`config.mk`:
```
export PLATFORM = sky130hd
export DESIGN_NAME = cpuCore
export DESIGN_NICKNAME = d
export VERILOG_FILES = /design/src/hdl/cpuPkg.sv /design/src/hdl/datapathCtrlIf.sv /design/src/hdl/selectEncode.sv /design/src/hdl/regFile.sv /design/src/hdl/aluDatapath.sv /design/src/hdl/controlUnit.sv /design/src/hdl/cpuCore.sv
export SDC_FILE = /design/constraint.sdc
export NUM_CORES = 1
export LEC_CHECK = 0
export BUFFER_PORTS_ARGS = -buffer_cell sky130_fd_sc_hd__buf_2
export CAP_MARGIN = 20
export CORE_ASPECT_RATIO = 1.25
export CORE_MARGIN = 3
export CORE_UTILIZATION = 57
export DETAILED_ROUTE_END_ITERATION = 10
export PLACE_DENSITY = 0.8
export SLEW_MARGIN = 20
export SYNTH_ARGS = -nofsm -noshare
export SYNTH_HDL_FRONTEND = slang
export SYNTH_SLANG_ARGS = --single-unit
export TNS_END_PERCENT = 1
```
`constraint.sdc`:
```
create_clock -name clock -period 7.7 [get_ports clock]
set_input_delay 0.77 -clock clock [delete_from_list [all_inputs] [get_ports clock]]
set_output_delay 0.77 -clock clock [all_outputs]
set_load 0.05 [all_outputs]
```
`src/hdl/cpuPkg.sv`:
```
package cpuPkg;

    typedef logic [31:0] wordT;

    // opcode field values, bits 31..27
    typedef enum logic [4:0] {
        opAdd  = 5'b00011,
        opSub  = 5'b00100,
        opAnd  = 5'b00101,
        opOr   = 5'b00110,
        opAddi = 5'b01100,
        opAndi = 5'b01101,
        opOri  = 5'b01110,
        opOut  = 5'b10111
    } opcodeT;

    typedef enum logic [1:0] {
        aluAdd = 2'd0,
        aluSub = 2'd1,
        aluAnd = 2'd2,
        aluOr  = 2'd3
    } aluOpT;

    // top bit of each instruction field
    localparam int opcodeMsb = 31;
    localparam int raMsb     = 26;
    localparam int rbMsb     = 22;
    localparam int rcMsb     = 18;
    localparam int constMsb  = 18; // 19 bit constant shares bits with Rc

    localparam int regCount = 16;

endpackage

```
`src/hdl/datapathCtrlIf.sv`:
```
`timescale 1ns/1ps

interface datapathCtrlIf;

    logic gra;
    logic grb;
    logic grc;
    logic rIn;
    logic rOut;
    logic baOut;
    logic cOut;
    logic yIn;
    logic zIn;
    logic zOut;
    cpuPkg::aluOpT aluOp;
    logic outPortIn;

    modport control (
        output gra, grb, grc, rIn, rOut, baOut,
        output cOut, yIn, zIn, zOut, aluOp, outPortIn
    );

    modport select (input gra, grb, grc, rIn, rOut, baOut);

    modport alu (input cOut, yIn, zIn, zOut, aluOp);

    modport regs (input baOut);

endinterface

```
`src/hdl/selectEncode.sv`:
```
`timescale 1ns/1ps

module selectEncode (
    datapathCtrlIf.select ctrl,
    input  cpuPkg::wordT  ir,
    output logic [15:0]   regEnables,
    output logic [15:0]   regOuts,
    output cpuPkg::wordT  cSignExt
);

    logic [3:0]  regSel;
    logic [15:0] oneHot;

    // several fields may be selected at once, they are ORed like the bus logic
    always_comb
    begin
        regSel = (ir[cpuPkg::raMsb -: 4] & {4{ctrl.gra}})
               | (ir[cpuPkg::rbMsb -: 4] & {4{ctrl.grb}})
               | (ir[cpuPkg::rcMsb -: 4] & {4{ctrl.grc}});
    end

    always_comb
    begin
        oneHot = '0;
        oneHot[regSel] = 1'b1;
    end

    assign regEnables = ctrl.rIn ? oneHot : 16'h0000;
    assign regOuts    = (ctrl.rOut | ctrl.baOut) ? oneHot : 16'h0000; // BA_out also drives the read

    // C is bits 18..0, extended from its top bit
    assign cSignExt = {{(31 - cpuPkg::constMsb){ir[cpuPkg::constMsb]}},
                       ir[cpuPkg::constMsb:0]};

endmodule

```
`src/hdl/regFile.sv`:
```
`timescale 1ns/1ps

module regFile (
    input  logic                          clock,
    input  logic                          arstN,
    datapathCtrlIf.regs                   ctrl,
    input  logic [cpuPkg::regCount-1:0]   regEnables,
    input  logic [cpuPkg::regCount-1:0]   regOuts,
    input  cpuPkg::wordT                  bus,
    output cpuPkg::wordT                  regData
);

    cpuPkg::wordT regs [cpuPkg::regCount];

    always_ff @(posedge clock or negedge arstN)
    begin
        if (!arstN)
        begin
            for (int i = 0; i < cpuPkg::regCount; i++)
            begin
                regs[i] <= '0;
            end
        end
        else
        begin
            for (int i = 0; i < cpuPkg::regCount; i++)
            begin
                if (regEnables[i])
                begin
                    regs[i] <= bus;
                end
            end
        end
    end

    // wired-OR of every enabled register
    always_comb
    begin
        regData = '0;
        for (int i = 0; i < cpuPkg::regCount; i++)
        begin
            if (regOuts[i] && !(i == 0 && ctrl.baOut)) // R0 reads zero under BA_out
            begin
                regData = regData | regs[i];
            end
        end
    end

endmodule

```
`src/hdl/aluDatapath.sv`:
```
`timescale 1ns/1ps

module aluDatapath (
    input  logic          clock,
    input  logic          arstN,
    datapathCtrlIf.alu    ctrl,
    input  cpuPkg::wordT  regData,
    input  cpuPkg::wordT  cSignExt,
    output cpuPkg::wordT  bus
);

    cpuPkg::wordT yReg;
    cpuPkg::wordT zReg;
    cpuPkg::wordT aluResult;

    // Z has priority, then the constant, else whatever the registers drive
    always_comb
    begin
        if (ctrl.zOut)
        begin
            bus = zReg;
        end
        else if (ctrl.cOut)
        begin
            bus = cSignExt;
        end
        else
        begin
            bus = regData;
        end
    end

    always_comb
    begin
        case (ctrl.aluOp)
            cpuPkg::aluAdd: aluResult = yReg + bus;
            cpuPkg::aluSub: aluResult = yReg - bus; // wraps at 32 bits
            cpuPkg::aluAnd: aluResult = yReg & bus;
            cpuPkg::aluOr:  aluResult = yReg | bus;
            default:        aluResult = '0;
        endcase
    end

    always_ff @(posedge clock or negedge arstN)
    begin
        if (!arstN)
        begin
            yReg <= '0;
        end
        else if (ctrl.yIn)
        begin
            yReg <= bus;
        end
    end

    always_ff @(posedge clock or negedge arstN)
    begin
        if (!arstN)
        begin
            zReg <= '0;
        end
        else if (ctrl.zIn)
        begin
            zReg <= aluResult;
        end
    end

endmodule

```
`src/hdl/controlUnit.sv`:
```
`timescale 1ns/1ps

module controlUnit (
    input  logic           clock,
    input  logic           arstN,
    input  cpuPkg::wordT   instr,
    input  logic           instrValid,
    input  cpuPkg::wordT   bus,
    datapathCtrlIf.control ctrl,
    output cpuPkg::wordT   ir,
    output logic           busy,
    output logic           done,
    output cpuPkg::wordT   outPort,
    output logic           outValid
);

    logic [1:0]     step;   // 0 is idle
    cpuPkg::opcodeT opcode;
    cpuPkg::aluOpT  aluSel;
    logic           isRType;
    logic           isImm;
    logic           multiStep;
    logic           accept;
    cpuPkg::wordT   outReg;

    assign opcode = cpuPkg::opcodeT'(ir[cpuPkg::opcodeMsb -: 5]);

    always_comb
    begin
        isRType = 1'b0;
        isImm   = 1'b0;
        aluSel  = cpuPkg::aluAdd;
        case (opcode)
            cpuPkg::opAdd:  isRType = 1'b1;
            cpuPkg::opSub:
            begin
                isRType = 1'b1;
                aluSel  = cpuPkg::aluSub;
            end
            cpuPkg::opAnd:
            begin
                isRType = 1'b1;
                aluSel  = cpuPkg::aluAnd;
            end
            cpuPkg::opOr:
            begin
                isRType = 1'b1;
                aluSel  = cpuPkg::aluOr;
            end
            cpuPkg::opAddi: isImm = 1'b1;
            cpuPkg::opAndi:
            begin
                isImm  = 1'b1;
                aluSel = cpuPkg::aluAnd;
            end
            cpuPkg::opOri:
            begin
                isImm  = 1'b1;
                aluSel = cpuPkg::aluOr;
            end
            default: ; // out and undefined opcodes finish in one step
        endcase
    end

    assign multiStep = isRType | isImm;
    assign busy      = (step != 2'd0);
    assign accept    = instrValid & ~busy;
    assign done      = (step == 2'd3) | ((step == 2'd1) & ~multiStep);

    always_ff @(posedge clock or negedge arstN)
    begin
        if (!arstN)
        begin
            step <= 2'd0;
            ir   <= '0;
        end
        else if (accept)
        begin
            ir   <= instr;
            step <= 2'd1;
        end
        else if (done)
        begin
            step <= 2'd0;
        end
        else if (busy)
        begin
            step <= step + 2'd1;
        end
    end

    // strobe pattern per step
    always_comb
    begin
        ctrl.gra       = 1'b0;
        ctrl.grb       = 1'b0;
        ctrl.grc       = 1'b0;
        ctrl.rIn       = 1'b0;
        ctrl.rOut      = 1'b0;
        ctrl.baOut     = 1'b0;
        ctrl.cOut      = 1'b0;
        ctrl.yIn       = 1'b0;
        ctrl.zIn       = 1'b0;
        ctrl.zOut      = 1'b0;
        ctrl.aluOp     = cpuPkg::aluAdd;
        ctrl.outPortIn = 1'b0;
        case (step)
            2'd1:
            begin
                if (multiStep)
                begin
                    ctrl.grb   = 1'b1;          // Rb into Y
                    ctrl.rOut  = isRType;
                    ctrl.baOut = isImm;         // immediates read R0 as zero
                    ctrl.yIn   = 1'b1;
                end
                else if (opcode == cpuPkg::opOut)
                begin
                    ctrl.gra       = 1'b1;
                    ctrl.rOut      = 1'b1;
                    ctrl.outPortIn = 1'b1;
                end
            end
            2'd2:
            begin
                ctrl.grc   = isRType;
                ctrl.rOut  = isRType;
                ctrl.cOut  = isImm;
                ctrl.zIn   = 1'b1;
                ctrl.aluOp = aluSel;
            end
            2'd3:
            begin
                ctrl.zOut = 1'b1;               // Z back into Ra
                ctrl.gra  = 1'b1;
                ctrl.rIn  = 1'b1;
            end
            default: ;
        endcase
    end

    always_ff @(posedge clock or negedge arstN)
    begin
        if (!arstN)
        begin
            outReg <= '0;
        end
        else if (ctrl.outPortIn)
        begin
            outReg <= bus;
        end
    end

    // bus passes straight through on the out step so the value is there with done
    assign outPort  = ctrl.outPortIn ? bus : outReg;
    assign outValid = ctrl.outPortIn;

endmodule

```
`src/hdl/cpuCore.sv`:
```
`timescale 1ns/1ps

module cpuCore (
    input  logic          clock,
    input  logic          arstN,
    input  cpuPkg::wordT  instr,
    input  logic          instrValid,
    output logic          busy,
    output logic          done,
    output cpuPkg::wordT  outPort,
    output logic          outValid
);

    cpuPkg::wordT ir;
    cpuPkg::wordT cSignExt;
    cpuPkg::wordT regData;
    cpuPkg::wordT bus;
    logic [15:0]  regEnables;
    logic [15:0]  regOuts;

    datapathCtrlIf ctrlBus ();

    controlUnit control (
        .clock      (clock),
        .arstN      (arstN),
        .instr      (instr),
        .instrValid (instrValid),
        .bus        (bus),
        .ctrl       (ctrlBus),
        .ir         (ir),
        .busy       (busy),
        .done       (done),
        .outPort    (outPort),
        .outValid   (outValid)
    );

    selectEncode select (
        .ctrl       (ctrlBus),
        .ir         (ir),
        .regEnables (regEnables),
        .regOuts    (regOuts),
        .cSignExt   (cSignExt)
    );

    regFile regs (
        .clock      (clock),
        .arstN      (arstN),
        .ctrl       (ctrlBus),
        .regEnables (regEnables),
        .regOuts    (regOuts),
        .bus        (bus),
        .regData    (regData)
    );

    aluDatapath alu (
        .clock      (clock),
        .arstN      (arstN),
        .ctrl       (ctrlBus),
        .regData    (regData),
        .cSignExt   (cSignExt),
        .bus        (bus)
    );

endmodule

```
==> tab_implementation.tex, run 1 <==
\begin{tabular}{lr}
\hline
Metric & Value \\
\hline
\multicolumn{2}{l}{\textbf{Logic synthesis}} \\
\quad Post-synth EDFFs & 0 \\
\quad Number of instances in the synthesized netlist & $\sim$3100 \\
\quad Top FF cell, synth & sky130\_fd\_sc\_hd\_\_dfrtp\_1 \\
\quad Number of storage elements in the synthesis netlist & 642 \\
\quad Share of flip-flops with an asynchronous set or reset & 100\% \\
\quad Seq/Total Area, Yosys & between 50\% and 60\% \\
\quad Number of warnings issued by yosys & 0 \\
\quad Cell Area, Synth & 0.0311 sq mm \\
\quad Post-Synthesis Net Count & 3169 \\
\quad Number of distinct standard cells referenced by the synthesized netlist & 85 \\
\quad Average instance area after synthesis & roughly 10 sq um \\
\multicolumn{2}{l}{\textbf{Layout}} \\
\quad Antenna fix cells & 0 \\
\quad Non-filler cells, final & roughly 4000 \\
\quad Area taken by multi-input logic gates & 0.0142 sq mm \\
\quad Layout overhead on the synthesized area & 15.5\% \\
\quad Fraction of layout cells with a size suffix above 1 & about 24\% \\
\quad Number of nets in the finished design & $\sim$3300 \\
\quad FF+latch area & approximately 0.016 sq mm \\
\quad Number of fill cells in the layout & 4052 \\
\multicolumn{2}{l}{\textbf{Timing}} \\
\quad Final number of max-transition violations & 0 \\
\quad Share of the clock period used by the worst path & a little over nine tenths \\
\quad Fmax & roughly 130 MHz \\
\quad Tightest Pin Transition & around 1.4 ns \\
\quad Slew margin rel. & about 4.4\% \\
\quad Total negative setup slack & 0 ns \\
\quad Finish-stage setup viols & 0 \\
\quad Final critical path time including I/O delays and setup & 7.42 ns \\
\quad Number of hold-slack violations in the final timing report & 0 \\
\quad Final setup skew & around 0.027 ns \\
\multicolumn{2}{l}{\textbf{Setup path}} \\
\quad Launching element type of the critical path & flop \\
\quad Highest fanout seen on the critical path & 12 \\
\quad WP data arrival & approximately 8 ns \\
\quad Slowest cell delay on critical path & 0.61 ns \\
\quad Worst reg2reg endpoint & alu.zReg[29] \\
\quad CP Data Required Time & between 8 and 9 ns \\
\quad Launch point of the worst reg-to-reg path & control.step[0] \\
\quad Critical Path Sink Type & flop \\
\quad Setup slack of the most critical reg-to-reg path & approximately 0.28 ns \\
\quad Crit-path slowest cell & sky130\_fd\_sc\_hd\_\_or4\_1 \\
\quad Setup Crit Path Kind & reg -> reg \\
\quad Number of cell instances on the worst register-to-register path & 32 \\
\quad Cell repeated most along the worst path & sky130\_fd\_sc\_hd\_\_buf\_4 \\
\multicolumn{2}{l}{\textbf{Job}} \\
\quad \# Max-Cap Violations & 0 \\
\multicolumn{2}{l}{\textbf{Hold path}} \\
\quad Type of the worst min-delay path & in -> async \\
\multicolumn{2}{l}{\textbf{Clock network}} \\
\quad Root cell of the clock tree & sky130\_fd\_sc\_hd\_\_clkbuf\_16 \\
\quad Clock Path Buffers & 3 \\
\quad Clock slew at reported path FFs & about 0.07 ns \\
\quad Worst-skew pair later-pin latency & $\sim$0.66 ns \\
\quad Sinks on Clock Net & around 640 \\
\quad Number of levels the H-tree was split into & 2 \\
\quad Post-CTS Hold Fix Bufs & 0 \\
\quad Total clock buffers created by CTS & 61 \\
\quad TritonCTS clock tree & done \\
\multicolumn{2}{l}{\textbf{Floorplan}} \\
\quad Die outline width & 215 microns \\
\quad Die area & 0.0574 sq mm \\
\quad Number of top-level pins & 70 \\
\quad Die Ht & 267 microns \\
\quad Starting utilization of the core area & between 50 and 60\% \\
\quad Placeable core area & around 0.054 sq mm \\
\quad Std cell rows & 95 \\
\multicolumn{2}{l}{\textbf{Global routing}} \\
\quad Vias in the first global route & 27500 \\
\quad Initial antenna violation count & 1 \\
\quad Wire length of the first global-routing pass & 174 mm \\
\quad Total global routing overflow & 0 \\
\quad Pin count of the biggest net entering global routing & just under 200 \\
\quad GRT Util Overall & roughly two fifths \\
\multicolumn{2}{l}{\textbf{Power and ir drop}} \\
\quad Switching share of power & a little over 40\% \\
\quad Sequential cell fraction of total power & about 33\% \\
\quad Max VDD drop & $\sim$240 uV \\
\quad Power per unit of standard cell area & 383 mW/mm\^{}2 \\
\quad Combinational group share of total power & between 40 and 50\% \\
\quad Switching pwr & 5670 uW \\
\quad Overall power & 13800 uW \\
\quad Portion of total power attributed to the clock network & 23.6\% \\
\quad Leakage power total & 0.0169 uW \\
\quad Total internal power & 8090 uW \\
\multicolumn{2}{l}{\textbf{Placement}} \\
\quad Buffers added on ports & about 70 \\
\quad Final weighted congestion of routability-driven global placement & 1.04 \\
\quad HPWL after detailed placement & around 79 mm \\
\quad Placed Cells & 3907 \\
\multicolumn{2}{l}{\textbf{Route}} \\
\quad Final wirelength & $\sim$120 mm \\
\quad Remaining design rule violation count & 0 \\
\quad Drt first pass iters & 7 \\
\quad Average detailed-routed wire length per instance & around 29 microns \\
\quad Post-route ant nets & 0 \\
\quad Number of vias per cell & 6.82 \\
\quad Drt initial violations & around 3800 \\
\quad Total number of vias & between 20000 and 30000 \\
\multicolumn{2}{l}{\textbf{Outcome}} \\
\quad Status & completed \\
\hline
\end{tabular}
Yosys cell counts, drive strengths merged, types with 23 or more instances:
| cell | n | area [sq um] |
|---|---|---|
| nor2 | 123 | 464 |
| a22oi | 101 | 758 |
| dfrtp | 642 | 16100 |
| nand3 | 45 | 225 |
| and3 | 25 | 156 |
| nor3 | 31 | 160 |
| buf | 49 | 239 |
| mux2 | 311 | 3500 |
| a31oi | 23 | 144 |
| ha | 38 | 475 |
| inv | 42 | 158 |
| a21oi | 128 | 641 |
| nand2 | 685 | 2570 |
| clkbuf | 186 | 698 |
| xnor2 | 39 | 342 |
| o21ai | 237 | 1190 |
kinds of logic after synthesis:
group,after synthesis,synth area share [%]
adder cells (fa/ha/maj),52,2.01
multiplexers,331,11.9
flip-flops,642,51.7
buffers and inverters,277,3.52
XOR/XNOR,60,1.69
AO/OA/AOI/OAI,731,15.5
AND/OR/NAND/NOR,1002,13.6
repair_timing:
action                     4_1_cts  5_1_grt
setup buffers                    0        1
gates resized for setup          0       21
setup endpoints to repair        0        8
power by group through the flow:
| stage | clock [uW] | sequential [uW] | combinational (uW) |
|---|---|---|---|
| floorplan | 0 | 4280 | 3550 |
| global placement | 0 | 4580 | 5560 |
| global route | 3400 | 4630 | 6260 |
| detailed placement | 0 | 4610 | 5700 |
| finish | 3250 | 4580 | 5930 |
| CTS | 3250 | 4550 | 5740 |
state kept, by name (all words and copies together) (netlist names):
signal          flops
regs.regs         512
alu.yReg           32
alu.zReg           32
control.ir         32
control.outReg     32
control.step        2
placed cells by master, fill, tap and decap left out, drive strengths merged, types with 20 or more instances in the layout:
master and count:
a22oi 101, a221oi 21, and3 25, nand2 685, mux2 311, nand3 45, dfrtp 642, buf 322
o21ai 237, xnor2 39, a22o 22, ha 38, nor3 31, xor2 21, a21oi 128, o211ai 20
mux2i 20, nor2 123, clkbuf 82, a31oi 23, a222oi 21, inv 44
per-stage QoR:
stage	setup WS [ns]	hold slack [ns]	cell area (sq um)	util [%]
floorplan	0.238	0.438	31100	-
finish	0.281	0.208	35900	66.7
detailed placement	0.157	0.455	33600	62.5
CTS	0.0573	0.281	35800	66.5
global placement	0.220	0.451	33600	62.4
global route	-0.0249	0.294	35900	66.7
critical path: cells and delay by family, from the launching register on:
family                   cells  cell delay [ns]
buffers and inverters        7             1.16
XOR/XNOR                     2             0.30
AND/OR/NAND/NOR              8             2.26
adder cells (fa/ha/maj)      2             0.48
AO/OA/AOI/OAI               13             2.70
flip-flops                   1             0.42
layer usage:
metal	up-vias	wire length, microns	global-route usage [%]
met5	-	0	0
met4	0	11400	31.4
met3	676	13500	11.0
met2	2082	52200	62.8
met1	13400	40600	48.2
li1	11300	-	-
worst max path at each step:
stage	startpoint	endpoint	depth (start not counted)
4_1_cts	control.step[0]	alu.zReg[29]	29
6_report	control.step[0]	alu.zReg[29]	32
5_1_grt	control.step[0]	alu.zReg[31]	30
3_3_place_gp	control.step[0]	alu.zReg[31]	28
3_5_place_dp	control.step[0]	alu.zReg[29]	29
2_1_floorplan	control.step[1]	alu.zReg[31]	39
final cells by class:
class	instances	area share, %
clock buffers	82	4.87
well taps	727	2.53
clock inverters	30	1.12
flip-flops and latches	642	44.8
repair buffers	322	6.67
inverters	42	0.439
multi-input cells	2176	39.6
Power figures use the tool's default switching activity.
==> inputs of run 2 (changes only) <==
--- a/config.mk
+++ b/config.mk
@@ -11,7 +11,7 @@
 export CORE_MARGIN = 3
 export CORE_UTILIZATION = 57
 export DETAILED_ROUTE_END_ITERATION = 10
-export PLACE_DENSITY = 0.8
+export PLACE_DENSITY_LB_ADDON = 0.2
 export SLEW_MARGIN = 20
 export SYNTH_ARGS = -nofsm -noshare
 export SYNTH_HDL_FRONTEND = slang
==> tab_implementation.tex, run 2 (synthesized netlist as in run 1, its figures left out) <==
\begin{tabular}{lr}
\hline
Metric & Value \\
\hline
\multicolumn{2}{l}{\textbf{Route}} \\
\quad Drt first pass iters & 7 (unchanged) \\
\quad Total number of vias & 26900 (-1.9\%) \\
\quad Final wirelength & 119 mm (+1.2\%) \\
\quad Number of vias per cell & 6.65 (-2.6\%) \\
\quad Remaining design rule violation count & 0 (unchanged) \\
\quad Average detailed-routed wire length per instance & 29.4 microns (+0.54\%) \\
\quad Post-route ant nets & 0 (unchanged) \\
\quad Drt initial violations & 3553 (-5.7\%) \\
\multicolumn{2}{l}{\textbf{Setup path}} \\
\quad Setup Crit Path Kind & reg -> reg \\
\quad Critical Path Sink Type & flop \\
\quad Cell repeated most along the worst path & sky130\_fd\_sc\_hd\_\_buf\_4 \\
\quad Slowest cell delay on critical path & 0.75 ns (+0.14 ns) \\
\quad Family with the most delay on the worst path & compound AO/OA/AOI/OAI gates \\
\quad WP data arrival & 7.97 ns (-0.04 ns) \\
\quad Highest fanout seen on the critical path & 18 (+6) \\
\quad Buffering stage count on the worst path with inverters included & 7 (unchanged) \\
\quad Launching element type of the critical path & flop \\
\quad Crit-path slowest cell & sky130\_fd\_sc\_hd\_\_a211oi\_4 \\
\quad CP Data Required Time & 8.15 ns (-0.14 ns) \\
\multicolumn{2}{l}{\textbf{Floorplan}} \\
\quad Die outline width & 215 microns (unchanged) \\
\quad Die Ht & 267 microns (unchanged) \\
\quad Starting utilization of the core area & 57.7\% (unchanged) \\
\quad Die area & 0.0574 sq mm (unchanged) \\
\quad Placeable core area & 0.0538 sq mm (unchanged) \\
\quad Number of top-level pins & 70 (unchanged) \\
\quad Std cell rows & 95 (unchanged) \\
\multicolumn{2}{l}{\textbf{Clock network}} \\
\quad Clock slew at reported path FFs & 0.06 ns (about the same) \\
\quad Worst-skew pair later-pin latency & 0.63 ns (-0.03 ns) \\
\quad Number of levels the H-tree was split into & 3 (+1) \\
\quad Root cell of the clock tree & sky130\_fd\_sc\_hd\_\_clkbuf\_16 \\
\quad Clock Path Buffers & 3 (unchanged) \\
\quad TritonCTS clock tree & done \\
\quad Total clock buffers created by CTS & 67 (+9.8\%) \\
\quad Sinks on Clock Net & 642 (unchanged) \\
\multicolumn{2}{l}{\textbf{Placement}} \\
\quad Buffers added on ports & 69 (unchanged) \\
\quad Final weighted congestion of routability-driven global placement & 0.987 (-5.3\%) \\
\quad Dpl ws & -0.0648 ns (-0.222 ns) \\
\quad HPWL after detailed placement & 80.8 mm (+1.8\%) \\
\multicolumn{2}{l}{\textbf{Power and ir drop}} \\
\quad Leakage power total & 0.0171 uW (+0.94\%) \\
\quad Power per unit of standard cell area & 386 mW/mm\^{}2 (+0.55\%) \\
\quad Combinational group share of total power & 42.6\% (-0.5 points) \\
\quad Portion of total power attributed to the clock network & 24.5\% (+0.9 points) \\
\quad Sequential cell fraction of total power & 32.9\% (-0.4 points) \\
\quad Switching pwr & 5690 uW (+0.44\%) \\
\quad Max VDD drop & 263 uV (+7.5\%) \\
\quad Total internal power & 8250 uW (+2.0\%) \\
\quad Switching share of power & 40.8\% (-0.37 points) \\
\quad Overall power & 13900 uW (+1.4\%) \\
\multicolumn{2}{l}{\textbf{Timing}} \\
\quad RSZ-0062 raised after global routing & yes \\
\quad Worst Setup Slack, final & 0.180 ns (-0.101 ns) \\
\quad Tightest Pin Transition & 1.14 ns (-0.293 ns) \\
\quad Tightest hold margin & 0.169 ns (-0.0387 ns) \\
\quad Share of the clock period used by the worst path & 97.7\% (+1.3 points) \\
\quad Number of hold-slack violations in the final timing report & 0 (unchanged) \\
\quad Final critical path time including I/O delays and setup & 7.52 ns (+0.101 ns) \\
\quad Fmax & 133 MHz (-1.3\%) \\
\quad Finish-stage setup viols & 0 (unchanged) \\
\quad Final setup skew & 0.0346 ns (+0.00714 ns) \\
\quad Final number of max-transition violations & 0 (unchanged) \\
\quad Slew margin rel. & 24.2\% (+20 points) \\
\multicolumn{2}{l}{\textbf{Job}} \\
\quad \# Max-Cap Violations & 0 (unchanged) \\
\multicolumn{2}{l}{\textbf{Layout}} \\
\quad Layout overhead on the synthesized area & 16.4\% \\
\quad Register bank with the most flops & regs.regs \\
\quad Fraction of layout cells with a size suffix above 1 & 25.0\% (+0.52 points) \\
\quad Number of flip-flops under the largest register name & 512 (unchanged) \\
\quad Most frequent cells in the layout & 684 x sky130\_fd\_sc\_hd\_\_nand2\_1, 641 x sky130\_fd\_sc\_hd\_\_dfrtp\_1, 311 x sky130\_fd\_sc\_hd\_\_mux2\_2 \\
\quad Most common cell after layout, fill and taps aside & sky130\_fd\_sc\_hd\_\_nand2\_1 \\
\quad Final core utilization & 67.2\% (+0.53 points) \\
\quad Number of nets in the finished design & 3341 (+0.66\%) \\
\multicolumn{2}{l}{\textbf{Global routing}} \\
\quad Pin count of the biggest net entering global routing & 161 (-19\%) \\
\quad Vias in the first global route & 27200 (-1.2\%) \\
\quad GRT Util Overall & 41.3\% (+0.85 points) \\
\quad Wire length of the first global-routing pass & 176 mm (+1.1\%) \\
\quad Total global routing overflow & 0 (unchanged) \\
\quad Initial antenna violation count & 3 (+2) \\
\multicolumn{2}{l}{\textbf{Outcome}} \\
\quad Status & completed \\
\multicolumn{2}{l}{\textbf{Hold path}} \\
\quad Type of the worst min-delay path & in -> async \\
\hline
\end{tabular}
-- run 2: cell types whose count changed in the layout (fill, tap and decap cells not counted), moves of 2 or more --
cell,delta
sky130_fd_sc_hd__diode_2,+2
sky130_fd_sc_hd__buf_4,+14
sky130_fd_sc_hd__clkinv_2,-4
sky130_fd_sc_hd__clkinvlp_4,-2
sky130_fd_sc_hd__a2111oi_2,+2
sky130_fd_sc_hd__a2111oi_0,-2
sky130_fd_sc_hd__bufinv_16,-2
sky130_fd_sc_hd__clkbuf_1,+3
sky130_fd_sc_hd__clkbuf_16,+5
sky130_fd_sc_hd__clkbuf_8,+7
sky130_fd_sc_hd__buf_6,+2
sky130_fd_sc_hd__clkinv_8,+4
-- run 2: per-layer routing --
metal	up-vias	routed length, microns	part of all wire, %	global-route usage [%]
li1	11300	-	-	-
met1	13400	43900	37	51.5
met2	1685	53400	45	64.5
met3	506	11200	9.4	7.93
met4	2	10600	8.9	31.3
met5	-	12	0.010	0
-- run 2: power by group through the flow --
stage	sequential, uW	clock [uW]	combinational, uW
detailed placement	4620	0	5720
global route	4640	3560	6330
CTS	4560	3440	5760
global placement	4600	0	5650
finish	4590	3420	5940
floorplan	4280	0	3550
-- run 2: path summary, 6_finish.rpt --
check | from | endpoint | slack [ns] | cells past startpoint
max | control.ir[28] | alu.zReg[31] | 0.18 | 32
min | arstN | control.ir[28] | 0.17 | 1
max reg2reg | control.ir[28] | alu.zReg[31] | 0.18 | 32
max in group asynchronous | arstN | regs.regs[315] | 5.58 | 3
min reg2reg | control.outReg[2] | control.outReg[2] | 0.47 | 2
min in group clock | instr[20] | control.ir[20] | 0.39 | 2
-- run 2: worst register-to-register path: cells and delay by family, from the launching register on --
kind | cells | cell delay (ns)
and+or+nand+nor | 8 | 1.61
xor gates and xnor gates | 2 | 0.30
buffers and inverters | 7 | 1.44
DFF | 1 | 0.46
adders and majority gates | 2 | 0.49
AOI/OAI and AO/OA | 13 | 3.07
-- run 2: repair_timing --
item / 4_1_cts / 5_1_grt
hold buffers: 0 / 0
pin swaps: 0 / 6
setup buffers: 0 / 5
cloned: 0 / 0
endpoints found under the setup margin: 2 / 12
gates resized for setup: 2 / 25
-- run 2: area by class of cell --
| class | instances | area, sq um |
|---|---|---|
| fillers | 4311 | 17700 |
| flip-flops and latches | 642 | 16100 |
| multi-input cells | 2176 | 14200 |
| repair buffers | 338 | 2510 |
| clock buffers | 97 | 1980 |
| well taps | 727 | 910 |
| clock inverters | 23 | 323 |
| inverters | 42 | 158 |
| diodes | 2 | 5.00 |
-- run 2: per-stage QoR --
| stage | cell area [sq um] | TNS [ns] | instances |
|---|---|---|---|
| floorplan | 31100 | 0 | 3095 |
| global route | 36200 | -0.170 | 4045 |
| CTS | 36000 | 0 | 4039 |
| detailed placement | 33700 | -0.0866 | 3919 |
| global placement | 33700 | 0 | 3919 |
| finish | 36200 | 0 | 4047 |
